File: src/rtl/synth_pkg.sv
`default_nettype none

package synth_pkg;

    localparam int ADR_W   = 7;   // register address bits
    localparam int DATA_W  = 8;
    localparam int WAVE_W  = 16;  // signed osc sample
    localparam int LEVEL_W = 8;

    typedef enum logic [1:0] {
        env_idle,
        env_attack,
        env_sustain,
        env_release
    } env_state_t;

    // which register block an address decodes to
    typedef enum logic [1:0] {
        blk_osc,   // phase increments
        blk_env,   // attack / release rates
        blk_mix,   // master level
        blk_none
    } reg_block_t;

    localparam logic [ADR_W-1:0] ADR_OSC_BASE = 7'h00;  // lo/hi byte pair per slot
    localparam logic [ADR_W-1:0] ADR_ATTACK   = 7'h20;
    localparam logic [ADR_W-1:0] ADR_RELEASE  = 7'h21;
    localparam logic [ADR_W-1:0] ADR_MASTER   = 7'h30;

endpackage

`default_nettype wire

File: src/rtl/slot_sequencer.sv
`timescale 1ns/1ns
`default_nettype none

module slot_sequencer #(
    parameter int VOICES      = 4,
    parameter int V_OSC       = 2,
    parameter int SLOT_W      = 3,
    parameter int DAC_CREDITS = 2
) (
    input  wire                audio_clk,
    input  wire                rst,
    input  wire                credit_return,
    output logic [SLOT_W-1:0]  slot,
    output logic               slot_valid,
    output logic               frame_start,
    output logic               frame_end,
    output logic               run
);

    localparam int C_W = $clog2(DAC_CREDITS + 1);
    localparam logic [SLOT_W-1:0] LAST_SLOT = SLOT_W'(VOICES * V_OSC - 1);

    logic [C_W-1:0] credits;
    logic [C_W-1:0] credits_nxt;

    assign frame_start = slot_valid && (slot == '0);
    assign frame_end   = slot_valid && (slot == LAST_SLOT);
    // one credit taken in the slot-0 cycle of every frame
    assign credits_nxt = credits + C_W'(credit_return) - C_W'(frame_start);

    always_ff @(posedge audio_clk) begin
        if (rst) begin
            credits    <= C_W'(DAC_CREDITS);
            run        <= 1'b0;
            slot       <= '0;
            slot_valid <= 1'b0;
        end else begin
            credits <= credits_nxt;
            run     <= (credits_nxt != '0);  // mirrors credit count
            if (slot_valid && !frame_end) begin
                slot <= slot + 1'b1;         // frame in progress always finishes
            end else if (run) begin
                slot       <= '0;
                slot_valid <= 1'b1;
            end else begin
                slot_valid <= 1'b0;          // hold until a credit comes back
            end
        end
    end

endmodule

`default_nettype wire

File: src/rtl/note_latch.sv
`timescale 1ns/1ns
`default_nettype none

module note_latch #(
    parameter int VOICES = 4,
    parameter int V_OSC  = 2,
    parameter int SLOT_W = 3
) (
    input  wire                        audio_clk,
    input  wire                        rst,
    input  wire                        frame_start,
    input  wire  [VOICES-1:0]          keys_on,
    input  wire                        note_on,
    input  wire  [$clog2(VOICES)-1:0]  cur_key_adr,
    input  wire  [7:0]                 cur_vel_on,
    input  wire  [SLOT_W-1:0]          slot,
    input  wire                        slot_valid,
    output logic [VOICES-1:0]          reg_keys_on,
    output logic [7:0]                 velocity
);

    localparam int O_W = $clog2(V_OSC);

    logic [7:0]            pend_vel [VOICES];  // written by note_on
    logic [7:0]            cur_vel  [VOICES];  // committed at frame start
    logic [SLOT_W-O_W-1:0] voice;

    assign voice = slot[SLOT_W-1:O_W];

    always_ff @(posedge audio_clk) begin
        if (rst) begin
            for (int v = 0; v < VOICES; v++) begin
                pend_vel[v] <= '0;
                cur_vel[v]  <= '0;
            end
            reg_keys_on <= '0;
            velocity    <= '0;
        end else begin
            if (note_on) begin
                pend_vel[cur_key_adr] <= cur_vel_on;
            end
            if (frame_start) begin
                reg_keys_on <= keys_on;
                for (int v = 0; v < VOICES; v++) begin
                    cur_vel[v] <= pend_vel[v];
                end
            end
            // bypass on slot 0 so the whole frame sees the new value
            if (slot_valid) begin
                velocity <= frame_start ? pend_vel[voice] : cur_vel[voice];
            end
        end
    end

endmodule

`default_nettype wire

File: src/rtl/param_regs.sv
`timescale 1ns/1ns
`default_nettype none

module param_regs import synth_pkg::*; #(
    parameter int VOICES = 4,
    parameter int V_OSC  = 2,
    parameter int SLOT_W = 3
) (
    input  wire                audio_clk,
    input  wire                rst,
    input  wire                write,
    input  wire                read,
    input  wire  [ADR_W-1:0]   adr,
    input  wire  [DATA_W-1:0]  synth_data_in,
    input  wire  [SLOT_W-1:0]  slot,
    output logic [DATA_W-1:0]  synth_data_out,
    output logic [15:0]        phase_inc,
    output logic [7:0]         attack_rate,
    output logic [7:0]         release_rate,
    output logic [7:0]         master_level
);

    localparam int OSC_BYTES = 2 * VOICES * V_OSC;
    localparam int OB_W      = $clog2(OSC_BYTES);

    logic [DATA_W-1:0] osc_mem [OSC_BYTES];
    logic [ADR_W-1:0]  osc_ofs;
    logic [OB_W-1:0]   osc_idx;
    reg_block_t        blk;

    assign osc_ofs = adr - ADR_OSC_BASE;  // wraps high below the base
    assign osc_idx = osc_ofs[OB_W-1:0];

    always_comb begin
        if (osc_ofs < ADR_W'(OSC_BYTES)) begin
            blk = blk_osc;
        end else if (adr == ADR_ATTACK || adr == ADR_RELEASE) begin
            blk = blk_env;
        end else if (adr == ADR_MASTER) begin
            blk = blk_mix;
        end else begin
            blk = blk_none;
        end
    end

    always_ff @(posedge audio_clk) begin
        if (rst) begin
            for (int i = 0; i < OSC_BYTES; i++) begin
                osc_mem[i] <= '0;
            end
            attack_rate    <= '0;
            release_rate   <= '0;
            master_level   <= '0;
            synth_data_out <= '0;
        end else begin
            if (write) begin
                case (blk)
                    blk_osc: osc_mem[osc_idx] <= synth_data_in;
                    blk_env: begin
                        if (adr == ADR_ATTACK) begin
                            attack_rate <= synth_data_in;
                        end else begin
                            release_rate <= synth_data_in;
                        end
                    end
                    blk_mix: master_level <= synth_data_in;
                    default: ;                       // unmapped, dropped
                endcase
            end
            if (read) begin                          // held until next read
                case (blk)
                    blk_osc: synth_data_out <= osc_mem[osc_idx];
                    blk_env: synth_data_out <= (adr == ADR_ATTACK) ? attack_rate : release_rate;
                    blk_mix: synth_data_out <= master_level;
                    default: synth_data_out <= '0;
                endcase
            end
        end
    end

    // increment for the slot being presented this cycle
    assign phase_inc = {osc_mem[{slot, 1'b1}], osc_mem[{slot, 1'b0}]};

endmodule

`default_nettype wire

File: src/rtl/phase_accum.sv
`timescale 1ns/1ns
`default_nettype none

module phase_accum import synth_pkg::*; #(
    parameter int VOICES = 4,
    parameter int V_OSC  = 2,
    parameter int SLOT_W = 3
) (
    input  wire                       audio_clk,
    input  wire                       rst,
    input  wire  [SLOT_W-1:0]         slot,
    input  wire                       slot_valid,
    input  wire  [15:0]               phase_inc,
    output logic signed [WAVE_W-1:0]  wave
);

    localparam int SLOTS = VOICES * V_OSC;

    logic [15:0] phase [SLOTS];
    logic [15:0] cur;
    logic [14:0] fold;

    assign cur  = phase[slot];
    assign fold = cur[15] ? ~cur[14:0] : cur[14:0];  // second half mirrored

    always_ff @(posedge audio_clk) begin
        if (rst) begin
            for (int s = 0; s < SLOTS; s++) begin
                phase[s] <= '0;
            end
            wave <= '0;
        end else if (slot_valid) begin
            phase[slot] <= cur + phase_inc;
            // offset binary to two's complement, full swing
            wave <= {~fold[14], fold[13:0], 1'b0};
        end
    end

endmodule

`default_nettype wire

File: src/rtl/env_gen.sv
`timescale 1ns/1ns
`default_nettype none

module env_gen import synth_pkg::*; #(
    parameter int VOICES = 4,
    parameter int V_OSC  = 2,
    parameter int SLOT_W = 3
) (
    input  wire                 audio_clk,
    input  wire                 rst,
    input  wire  [SLOT_W-1:0]   slot,
    input  wire                 slot_valid,
    input  wire  [VOICES-1:0]   reg_keys_on,
    input  wire  [7:0]          attack_rate,
    input  wire  [7:0]          release_rate,
    output logic [LEVEL_W-1:0]  level,
    output logic [VOICES-1:0]   voice_free
);

    localparam int O_W = $clog2(V_OSC);
    localparam logic [LEVEL_W-1:0] LVL_MAX = '1;

    env_state_t            state [VOICES];
    logic [LEVEL_W-1:0]    lvl   [VOICES];
    logic [SLOT_W-O_W-1:0] v;
    logic                  key;
    logic                  tick;
    logic [LEVEL_W:0]      up;
    logic [LEVEL_W:0]      down;

    assign v    = slot[SLOT_W-1:O_W];
    assign key  = reg_keys_on[v];
    assign tick = slot_valid && (slot[O_W-1:0] == '0);  // osc 0 slot only
    assign up   = {1'b0, lvl[v]} + {1'b0, attack_rate};
    assign down = {1'b0, lvl[v]} - {1'b0, release_rate};  // msb set on underflow

    always_comb begin
        for (int i = 0; i < VOICES; i++) begin
            voice_free[i] = (state[i] == env_idle);
        end
    end

    always_ff @(posedge audio_clk) begin
        if (rst) begin
            for (int i = 0; i < VOICES; i++) begin
                state[i] <= env_idle;
                lvl[i]   <= '0;
            end
            level <= '0;
        end else begin
            if (slot_valid) begin
                level <= lvl[v];  // value before this frame's update
            end
            if (tick) begin
                case (state[v])
                    env_idle: begin
                        if (key) state[v] <= env_attack;
                    end
                    env_attack: begin
                        if (!key) begin
                            state[v] <= env_release;
                        end else if (up[LEVEL_W] || up[LEVEL_W-1:0] == LVL_MAX) begin
                            lvl[v]   <= LVL_MAX;
                            state[v] <= env_sustain;
                        end else begin
                            lvl[v] <= up[LEVEL_W-1:0];
                        end
                    end
                    env_sustain: begin
                        if (!key) state[v] <= env_release;
                    end
                    env_release: begin
                        if (key) begin
                            state[v] <= env_attack;  // retrigger from current level
                        end else if (down[LEVEL_W] || down == '0) begin
                            lvl[v]   <= '0;
                            state[v] <= env_idle;
                        end else begin
                            lvl[v] <= down[LEVEL_W-1:0];
                        end
                    end
                    default: state[v] <= env_idle;
                endcase
            end
        end
    end

endmodule

`default_nettype wire

File: src/rtl/voice_mixer.sv
`timescale 1ns/1ns
`default_nettype none

module voice_mixer import synth_pkg::*; #(
    parameter int VOICES        = 4,
    parameter int V_OSC         = 2,
    parameter int SLOT_W        = 3,
    parameter int AUD_BIT_DEPTH = 24
) (
    input  wire                       audio_clk,
    input  wire                       rst,
    input  wire  [SLOT_W-1:0]         slot,
    input  wire                       slot_valid,
    input  wire                       frame_end,
    input  wire signed [WAVE_W-1:0]   wave,
    input  wire  [LEVEL_W-1:0]        level,
    input  wire  [7:0]                velocity,
    input  wire  [7:0]                master_level,
    output logic [AUD_BIT_DEPTH-1:0]  lsound_out,
    output logic [AUD_BIT_DEPTH-1:0]  rsound_out,
    output logic                      sample_valid
);

    localparam int F_W = WAVE_W + LEVEL_W + 8 + 2;  // wave x level x velocity
    localparam int P_W = F_W - 15;                  // after >> 15
    localparam int A_W = P_W + $clog2(VOICES * V_OSC);

    logic                  v1;
    logic                  v2;
    logic                  end1;
    logic                  end2;
    logic                  odd1;
    logic                  odd2;
    logic signed [F_W-1:0] full;
    logic signed [P_W-1:0] p2;
    logic signed [P_W-1:0] add_l;
    logic signed [P_W-1:0] add_r;
    logic signed [A_W-1:0] acc_l;
    logic signed [A_W-1:0] acc_r;
    logic signed [A_W-1:0] frame_l;
    logic signed [A_W-1:0] frame_r;
    logic signed [A_W+8:0] scaled_l;
    logic signed [A_W+8:0] scaled_r;

    assign full  = wave * $signed({1'b0, level}) * $signed({1'b0, velocity});
    assign add_l = (v2 && !odd2) ? p2 : {P_W{1'b0}};  // even osc to left
    assign add_r = (v2 && odd2) ? p2 : {P_W{1'b0}};
    assign frame_l  = acc_l + add_l;
    assign frame_r  = acc_r + add_r;
    assign scaled_l = (frame_l * $signed({1'b0, master_level})) >>> 8;
    assign scaled_r = (frame_r * $signed({1'b0, master_level})) >>> 8;

    always_ff @(posedge audio_clk) begin
        odd1 <= slot[0];
        odd2 <= odd1;
        p2   <= full[F_W-1:15];
    end

    always_ff @(posedge audio_clk) begin
        if (rst) begin
            v1           <= 1'b0;
            v2           <= 1'b0;
            end1         <= 1'b0;
            end2         <= 1'b0;
            acc_l        <= '0;
            acc_r        <= '0;
            lsound_out   <= '0;
            rsound_out   <= '0;
            sample_valid <= 1'b0;
        end else begin
            v1           <= slot_valid;
            v2           <= v1;
            end1         <= frame_end;
            end2         <= end1;
            sample_valid <= v2 && end2;
            if (v2 && end2) begin                        // last product of the frame
                acc_l      <= '0;
                acc_r      <= '0;
                lsound_out <= AUD_BIT_DEPTH'(scaled_l);  // sign extended
                rsound_out <= AUD_BIT_DEPTH'(scaled_r);
            end else if (v2) begin
                acc_l <= frame_l;
                acc_r <= frame_r;
            end
        end
    end

endmodule

`default_nettype wire

File: src/rtl/synth_engine.sv
`timescale 1ns/1ns
`default_nettype none

module synth_engine import synth_pkg::*; #(
    parameter int VOICES        = 4,
    parameter int V_OSC         = 2,
    parameter int SLOT_W        = 3,   // slot index bits
    parameter int DAC_CREDITS   = 2,
    parameter int AUD_BIT_DEPTH = 24
) (
    input  wire                        audio_clk,
    input  wire                        rst,
    // note events
    input  wire  [VOICES-1:0]          keys_on,
    input  wire                        note_on,
    input  wire  [$clog2(VOICES)-1:0]  cur_key_adr,
    input  wire  [7:0]                 cur_vel_on,
    // register access
    input  wire                        write,
    input  wire                        read,
    input  wire  [ADR_W-1:0]           adr,
    input  wire  [DATA_W-1:0]          synth_data_in,
    output logic [DATA_W-1:0]          synth_data_out,
    // dac side
    input  wire                        credit_return,
    output logic [AUD_BIT_DEPTH-1:0]   lsound_out,
    output logic [AUD_BIT_DEPTH-1:0]   rsound_out,
    output logic                       sample_valid,
    output logic                       run,
    output logic [VOICES-1:0]          voice_free
);

    logic [SLOT_W-1:0]        slot;
    logic                     slot_valid;
    logic                     frame_start;
    logic                     frame_end;
    logic [VOICES-1:0]        reg_keys_on;
    logic [7:0]               velocity;
    logic [15:0]              phase_inc;
    logic [7:0]               attack_rate;
    logic [7:0]               release_rate;
    logic [7:0]               master_level;
    logic signed [WAVE_W-1:0] wave;
    logic [LEVEL_W-1:0]       level;

    slot_sequencer #(
        .VOICES(VOICES), .V_OSC(V_OSC), .SLOT_W(SLOT_W), .DAC_CREDITS(DAC_CREDITS)
    ) slot_sequencer_inst (
        .audio_clk     ( audio_clk ),
        .rst           ( rst ),
        .credit_return ( credit_return ),
        .slot          ( slot ),          // output
        .slot_valid    ( slot_valid ),    // output
        .frame_start   ( frame_start ),   // output
        .frame_end     ( frame_end ),     // output
        .run           ( run )            // output
    );

    note_latch #(.VOICES(VOICES), .V_OSC(V_OSC), .SLOT_W(SLOT_W)) note_latch_inst (
        .audio_clk   ( audio_clk ),
        .rst         ( rst ),
        .frame_start ( frame_start ),
        .keys_on     ( keys_on ),
        .note_on     ( note_on ),
        .cur_key_adr ( cur_key_adr ),
        .cur_vel_on  ( cur_vel_on ),
        .slot        ( slot ),
        .slot_valid  ( slot_valid ),
        .reg_keys_on ( reg_keys_on ),     // to env_gen
        .velocity    ( velocity )         // to mixer, t+1
    );

    param_regs #(.VOICES(VOICES), .V_OSC(V_OSC), .SLOT_W(SLOT_W)) param_regs_inst (
        .audio_clk      ( audio_clk ),
        .rst            ( rst ),
        .write          ( write ),
        .read           ( read ),
        .adr            ( adr ),
        .synth_data_in  ( synth_data_in ),
        .slot           ( slot ),
        .synth_data_out ( synth_data_out ),
        .phase_inc      ( phase_inc ),
        .attack_rate    ( attack_rate ),
        .release_rate   ( release_rate ),
        .master_level   ( master_level )
    );

    phase_accum #(.VOICES(VOICES), .V_OSC(V_OSC), .SLOT_W(SLOT_W)) phase_accum_inst (
        .audio_clk  ( audio_clk ),
        .rst        ( rst ),
        .slot       ( slot ),
        .slot_valid ( slot_valid ),
        .phase_inc  ( phase_inc ),
        .wave       ( wave )              // t+1
    );

    env_gen #(.VOICES(VOICES), .V_OSC(V_OSC), .SLOT_W(SLOT_W)) env_gen_inst (
        .audio_clk    ( audio_clk ),
        .rst          ( rst ),
        .slot         ( slot ),
        .slot_valid   ( slot_valid ),
        .reg_keys_on  ( reg_keys_on ),
        .attack_rate  ( attack_rate ),
        .release_rate ( release_rate ),
        .level        ( level ),          // t+1
        .voice_free   ( voice_free )
    );

    voice_mixer #(
        .VOICES(VOICES), .V_OSC(V_OSC), .SLOT_W(SLOT_W), .AUD_BIT_DEPTH(AUD_BIT_DEPTH)
    ) voice_mixer_inst (
        .audio_clk    ( audio_clk ),
        .rst          ( rst ),
        .slot         ( slot ),
        .slot_valid   ( slot_valid ),
        .frame_end    ( frame_end ),
        .wave         ( wave ),
        .level        ( level ),
        .velocity     ( velocity ),
        .master_level ( master_level ),
        .lsound_out   ( lsound_out ),
        .rsound_out   ( rsound_out ),
        .sample_valid ( sample_valid )    // t+3 after last slot
    );

endmodule

`default_nettype wire

File: config.mk
export PLATFORM = sky130hd
export DESIGN_NAME = synth_engine
export DESIGN_NICKNAME = d
export VERILOG_FILES = /design/src/rtl/synth_pkg.sv /design/src/rtl/slot_sequencer.sv /design/src/rtl/note_latch.sv /design/src/rtl/param_regs.sv /design/src/rtl/phase_accum.sv /design/src/rtl/env_gen.sv /design/src/rtl/voice_mixer.sv /design/src/rtl/synth_engine.sv
export SDC_FILE = /design/constraint.sdc
export NUM_CORES = 2
export LEC_CHECK = 0
export BUFFER_PORTS_ARGS = -buffer_cell sky130_fd_sc_hd__buf_2
export CORE_UTILIZATION = 25
export CTS_BUF_LIST = sky130_fd_sc_hd__clkbuf_4
export CTS_CLUSTER_SIZE = 16
export DETAILED_ROUTE_END_ITERATION = 16
export SLEW_MARGIN = 15
export SYNTH_ARGS = -nofsm -noshare
export SYNTH_HDL_FRONTEND = slang
export SYNTH_SLANG_ARGS = --single-unit
File: constraint.sdc
create_clock -name audio_clk -period 8.35 [get_ports audio_clk]
set_clock_uncertainty 0.05 [all_clocks]
set_input_delay 1.67 -clock audio_clk [delete_from_list [all_inputs] [get_ports audio_clk]]
set_output_delay 1.67 -clock audio_clk [all_outputs]
set_load 0.005 [all_outputs]
Yosys cells after proc, flatten, opt, wreduce, memory -nomap -nowiden
Memory sizes are Yosys's and may differ from the RTL's. A register that Yosys moved wholly into a read port is not among the register bits.
Index checks and enable logic that the tools add are counted.
{"block": "classes", "mul": 4, "n_mux": 112, "n_eq_ne": 10, "reduce_logical": 31, "n_lt_le_gt_ge": 2, "add_sub_neg": 8, "n_bitwise": 16}
{"op": "8-bit two-way mux", "count": 12}
{"op": "1-bit two-way mux", "count": 65}
{"op": "22-bit by 9-bit multiplier with 31-bit output", "count": 2}
{"op": "22-bit by 19-bit adder with 22-bit output", "count": 2}
{"op": "19-bit two-way mux", "count": 2}
{"op": "2-bit two-way mux", "count": 19}
{"op": "33-bit by 9-bit multiplier with 33-bit output", "count": 1}
{"op": "15-bit by 9-bit multiplier with 24-bit output", "count": 1}
{"op": "8-bit one-hot mux with 3 select lines", "count": 1}
{"op": "8-bit OR reduction", "count": 3}
{"op": "7-bit by 6-bit equality test with 1-bit output, second input constant", "count": 3}
{"op": "4-bit two-way mux", "count": 5}
{"op": "16-bit adder", "count": 1}
{"op": "16-bit two-way mux", "count": 1}
{"op": "16-bit OR reduction", "count": 1}
{"op": "15-bit two-way mux", "count": 1}
{"op": "3-bit two-way mux", "count": 5}
{"op": "15-bit NOT", "count": 1}
{"op": "2-bit logical NOT", "count": 6}
{"op": "1-bit bitwise OR", "count": 12}
{"op": "8-bit by 8-bit adder with 9-bit output", "count": 1}
{"op": "9-bit logical NOT", "count": 1}
{"op": "8-bit by 8-bit subtractor with 9-bit output", "count": 1}
{"op": "8-bit equality test, second input constant", "count": 1}
{"op": "other kinds (18)", "count": 35}
{"block": "word_totals", "ff_bits": 190, "wordCells": 213, "mem_bits_rw": 360, "output_inout_bits": 62, "memories": 6, "in_bits": 35}
{"name": "param_regs_inst.osc_mem", "words": 16, "width": 8, "read_ports": 3, "rd_ports_with_merged_regs": 2, "write_ports": 16, "line_no": "param_regs.sv:26", "source": "logic [DATA_W-1:0] osc_mem [OSC_BYTES];"}
{"name": "phase_accum_inst.phase", "words": 8, "width": 16, "read_ports": 1, "rd_ports_with_merged_regs": 1, "write_ports": 8, "line_no": "phase_accum.sv:19", "source": "logic [15:0] phase [SLOTS];"}
{"name": "env_gen_inst.lvl", "words": 4, "width": 8, "read_ports": 1, "rd_ports_with_merged_regs": 1, "write_ports": 4, "line_no": "env_gen.sv:24", "source": "logic [LEVEL_W-1:0] lvl [VOICES];"}
{"name": "note_latch_inst.cur_vel", "words": 4, "width": 8, "read_ports": 1, "rd_ports_with_merged_regs": 1, "write_ports": 4, "line_no": "note_latch.sv:25", "source": "logic [7:0] cur_vel [VOICES];"}
{"name": "note_latch_inst.pend_vel", "words": 4, "width": 8, "read_ports": 5, "rd_ports_with_merged_regs": 1, "write_ports": 4, "line_no": "note_latch.sv:24", "source": "logic [7:0] pend_vel [VOICES];"}
{"name": "env_gen_inst.state", "words": 4, "width": 2, "read_ports": 5, "rd_ports_with_merged_regs": 1, "write_ports": 4, "line_no": "env_gen.sv:23", "source": "env_state_t state [VOICES];"}

Logic depth before layout (Yosys ltp)
{"block": "depth", "depth_word": 15, "depth_mapped": 38, "mapped_depth_nobuf": 37}

Cells and area by module
Synthesis repeated with hierarchy kept, for this count alone.
{"block": "hier_totals", "hier_cells": 5135, "hier_area_um2": 51415.6}
{"module": "voice_mixer", "seq_area_each_um2": 2322.2, "cells_each": 3291, "area_per_inst_um2": 28539.9, "instances": 1}
{"module": "param_regs", "seq_area_each_um2": 4484.3, "cells_each": 615, "area_per_inst_um2": 8369.3, "instances": 1}
{"module": "phase_accum", "seq_area_each_um2": 4144.0, "cells_each": 663, "area_per_inst_um2": 7598.5, "instances": 1}
{"module": "note_latch", "seq_area_each_um2": 2162.1, "cells_each": 242, "area_per_inst_um2": 3393.3, "instances": 1}
{"module": "env_gen", "seq_area_each_um2": 1361.3, "cells_each": 286, "area_per_inst_um2": 3165.5, "instances": 1}
{"module": "slot_sequencer", "seq_area_each_um2": 140.1, "cells_each": 38, "area_per_inst_um2": 349.1, "instances": 1}

Least setup slack after synthesis
No wires, ideal clock.
{"block": "synth_path", "path_type": "register to register", "from": "register env_gen_inst.level[1] (read register of env_gen_inst.lvl)", "to": "register voice_mixer_inst.p2[18]", "t_arrival_ps": 8734, "period_less_slack_ps": 8856, "setup_ps": 72, "stages_incl_launch_ff": 36, "path_buffers": 1, "slack_ps": -506, "t_required_ps": 8228, "path_cell_list": "dfxtp_1 > clkbuf_1 > nand2_1 > fa_1 > inv_1 > fa_1 > inv_1 > fa_1 > fa_1 > inv_1 > ha_1 > nor2b_1 > o21a_1 > o21ai_0 > o21bai_1 > a21oi_1 > xnor2_1 > nand2_1 > fa_1 > inv_1 > fa_1 > fa_1 > inv_1 > fa_1 > inv_1 > ha_1 > a221o_1 > nor3_1 > a31oi_1 > a21oi_2 > o21ai_1 > a211o_2 > a2111oi_4 > o21bai_1 > a21oi_1 > xnor2_1"}
{"block": "synth_between", "elab_chain_len": 2}
{"element": "start: declaration", "line_no": "env_gen.sv:16", "source": "output logic [LEVEL_W-1:0] level,"}
{"element": "15-bit by 9-bit multiplier with 24-bit output", "line_no": "voice_mixer.sv:45", "source": "assign full = wave * $signed({1'b0, level}) * $signed({1'b0, velocity});"}
{"element": "33-bit by 9-bit multiplier with 33-bit output", "line_no": "voice_mixer.sv:45"}
{"element": "via voice_mixer_inst.full[33]", "line_no": "voice_mixer.sv:34", "source": "logic signed [F_W-1:0] full;"}
{"element": "end signal: assignment", "line_no": "voice_mixer.sv:56", "source": "p2 <= full[F_W-1:15];"}
{"element": "end: declaration", "line_no": "voice_mixer.sv:35", "source": "logic signed [P_W-1:0] p2;"}
The timed path passes the listed nets, and every way through them passes these cells.
A chain may end at the register's enable or synchronous reset.

Worst setup path after layout
{"block": "layout_path", "from": "register env_gen_inst.level[0] (read register of env_gen_inst.lvl)", "to": "register voice_mixer_inst.p2[18]"}
The elaborated chain is that of the path after synthesis.

==> out/summary.txt <==
CTS H-tree depth - 4
Input/output buffers - 96
Final Slew Violations - 0
Synth top area cells - edfxtp_1, fa_1, dfxtp_1
Fill count - 20,300
Hold Vio Cnt, Final - 0
Share of cells above drive strength 1 - 18.5%
Cell mode on critical path - fa_1
DRT Wirelength - 122,000 um
Yosys top cell area share - 22.1%
Area growth, synth to finish - 15.8%
Psw - 2.90 mW
NumNets Final - 5,903
Placed cell count - 7,469
Fin crit share - 102%
# DRC - 0
Slew @ Worst Pin - 1170 ps
Area leader, netlist - edfxtp_1
GRT Util Overall - 12.3%
Mapped cell area - 49,000 um2
Main synth FF type - edfxtp_1
Synthesized instance count - 4,737
Worst hold path type - flop to flop
Count leader, synth - inv_1
EDFF count, synth - 360
Via Count - 33,900
Die Ht - 445 um
Clock transition at the registers of the reported paths - 60 ps
Largest net degree at the start of global routing - 59
Hold path depth - 0
Die Wd - 445 um
Met1 wire length - 54,800 um
P_leak - 25.7 nW
Uppermost layer routed - met5
Relative slew slack - 21.7%
Max Clock Freq - 0.117 GHz
Critical path type - flop to flop
Part of the power in registers - 40.0%
CP endpoint kind - flop
Maximum fanout along the worst path - 7
Status - finished with violations
Iter 0 DRT Violations - 2,010
Post-Route Setup TNS - -672 ps
Slowest-stage cell, CP - fa_1
Core outline area - 195,000 um2
Place WS - -571 ps
Synth Area in Compound Gates - 5.95%
Clock Sinks - 553
Switching share of power - 34.7%
DPL Wire Length - 91,400 um
Sequential share of the synthesized area - 29.9%
WP buf/inv - 10
Largest family of logic cells by synthesized area - adder cells
Yosys warning total - 0
Syn_area_per_cell - 10.3 um2
Clock Latency Late Sink - 1130 ps
Seq cells post-synth - 553
Vias in the first global route - 35,500
Max-cap violations - 0
Adder-cell share of the synthesized area - 29.1%
Cell Count, Final, Fillers Out - 7,793
First-pass GRT wire length - 194,000 um
Die area - 198,000 um2
Simple logic cell fraction of the synthesized area - 15.8%
Root Driver - clkbuf_4
Final setup vio count - 9
Cts hold-fix bufs - 0
Final GP Congestion - 0.840
Max IR drop VDD - 0.136 mV
R2R depth - 34
Vias/cell - 4.35
Post-synthesis net count - 5,600
Shortest period the worst path allows - 8530 ps
CP Depth - 34
Initial antenna violation count - 8
Row count - 162
Antenna-violating nets left - 0
Grt total ovfl - 0
Metal2 WL - 57,200 um
WP data arrival - 9370 ps
WL per Instance - 15.6 um
Initial Utilization - 25.2%
Crit path largest cell delay - 550 ps
CP delay by family, top - adder cells
Total iterations of the first detailed-routing run - 8
Failing checks - setup timing
Ys async rst share - 0%
Post-synthesis mux area share - 8.65%
Ports - 97
Clk network pwr share - 32.0%
Synth unique cells - 81
Synth Area in XOR/XNOR - 3.06%
CP Launch Type - flop
CTS Buf Count - 158
Pwr dens - 148 nW/um2
Wire length on met3 - 6740 um
Final worst slack - -180 ps
Comb pwr share - 28.0%
Most instantiated cells after synthesis - inv_1, and2_1, fa_1, nand2_1
CTS tree - built
Internal power - 5.47 mW
Required time of the critical path - 9190 ps
Clock Tree Buf Depth - 3
R2r setup slk - -180 ps
RSZ-0062 raised after global routing - yes
==> worst paths after layout <==
| kind | start | to |
|---|---|---|
| worst max-delay path | env_gen_inst.level[0] | voice_mixer_inst.p2[18] |
| worst min-delay path | voice_mixer_inst.odd1 | voice_mixer_inst.odd2 |
| worst max register to register | env_gen_inst.level[0] | voice_mixer_inst.p2[18] |
| worst min register to register | voice_mixer_inst.odd1 | voice_mixer_inst.odd2 |
==> kinds of logic (layout without fill, tap and decap cells) <==
family	after synthesis	after routing
and+or+nand+nor	1542	1542
buffers and inverters	961	1388
adders and majority gates	828	828
DFF	553	553
AOI/OAI and AO/OA	426	426
muxes	256	256
xor gates and xnor gates	171	171
other	0	5
==> through the flow <==
stage                     utilization, %  hold slack, ps  total power [mW]  cell area [um2]
after floorplan                        -             260              4.86            49200
after global placement              27.6             265              5.62            53800
after detailed placement            27.6             276              5.67            53800
after CTS                           28.9             289              8.46            56400
after global routing                29.1             302              8.91            56800
final                               29.1             291              8.38            56800
==> timing repair <==
item                                    CTS  global route
cloned                                    0             1
buffers inserted                         26            15
pin swaps                                64            49
endpoints found under the setup margin   11            20
gates resized for setup                  74            64
==> power groups by stage <==
stage	Combinational [mW]	Clock [mW]	Sequential [mW]
final	2.34	2.68	3.36
after CTS	2.32	2.79	3.36
after floorplan	1.61	0	3.25
after global placement	2.23	0	3.40
after detailed placement	2.26	0	3.41
after global routing	2.60	2.92	3.39
==> area by class of cell <==
type	count	area, um2	area share (%)
multi-input combinational	3223	31300	55.2
inverter	757	2840	5.01
sequential	553	14700	25.9
antenna	5	12.5	0.0220
clock buffer	234	1760	3.09
timing repair buffer	347	2480	4.37
tap	2624	3280	5.78
clock inverter	50	359	0.633
==> metal layers <==
metal	track usage, %	vias to the layer above
li1	-	16100
met1	16.2	16900
met2	20.4	788
met3	2.32	157
met4	3.67	2
met5	0	-
==> registers in the layout, indices dropped and copies added, names as in the netlist, 15 cells and up, named ones only <==
| name | count |
|---|---|
| note_latch_inst.cur_vel | 32 |
| env_gen_inst.lvl | 32 |
| voice_mixer_inst.p2 | 19 |
| voice_mixer_inst.lsound_out | 23 |
| phase_accum_inst.wave | 15 |
| voice_mixer_inst.rsound_out | 23 |
| note_latch_inst.pend_vel | 32 |
| voice_mixer_inst.acc_r | 22 |
| param_regs_inst.osc_mem | 128 |
| phase_accum_inst.phase | 128 |
| voice_mixer_inst.acc_l | 22 |
==> layout by cell type (no fill, tap or decap), drive strengths merged, types with 133 or more instances in the layout <==
cell type	count
a21oi	138
and2	548
buf	346
clkbuf	235
dfxtp	193
edfxtp	360
fa	523
ha	305
inv	766
nand2	380
nor2	360
xnor2	133
Power figures use the tool's default switching activity.
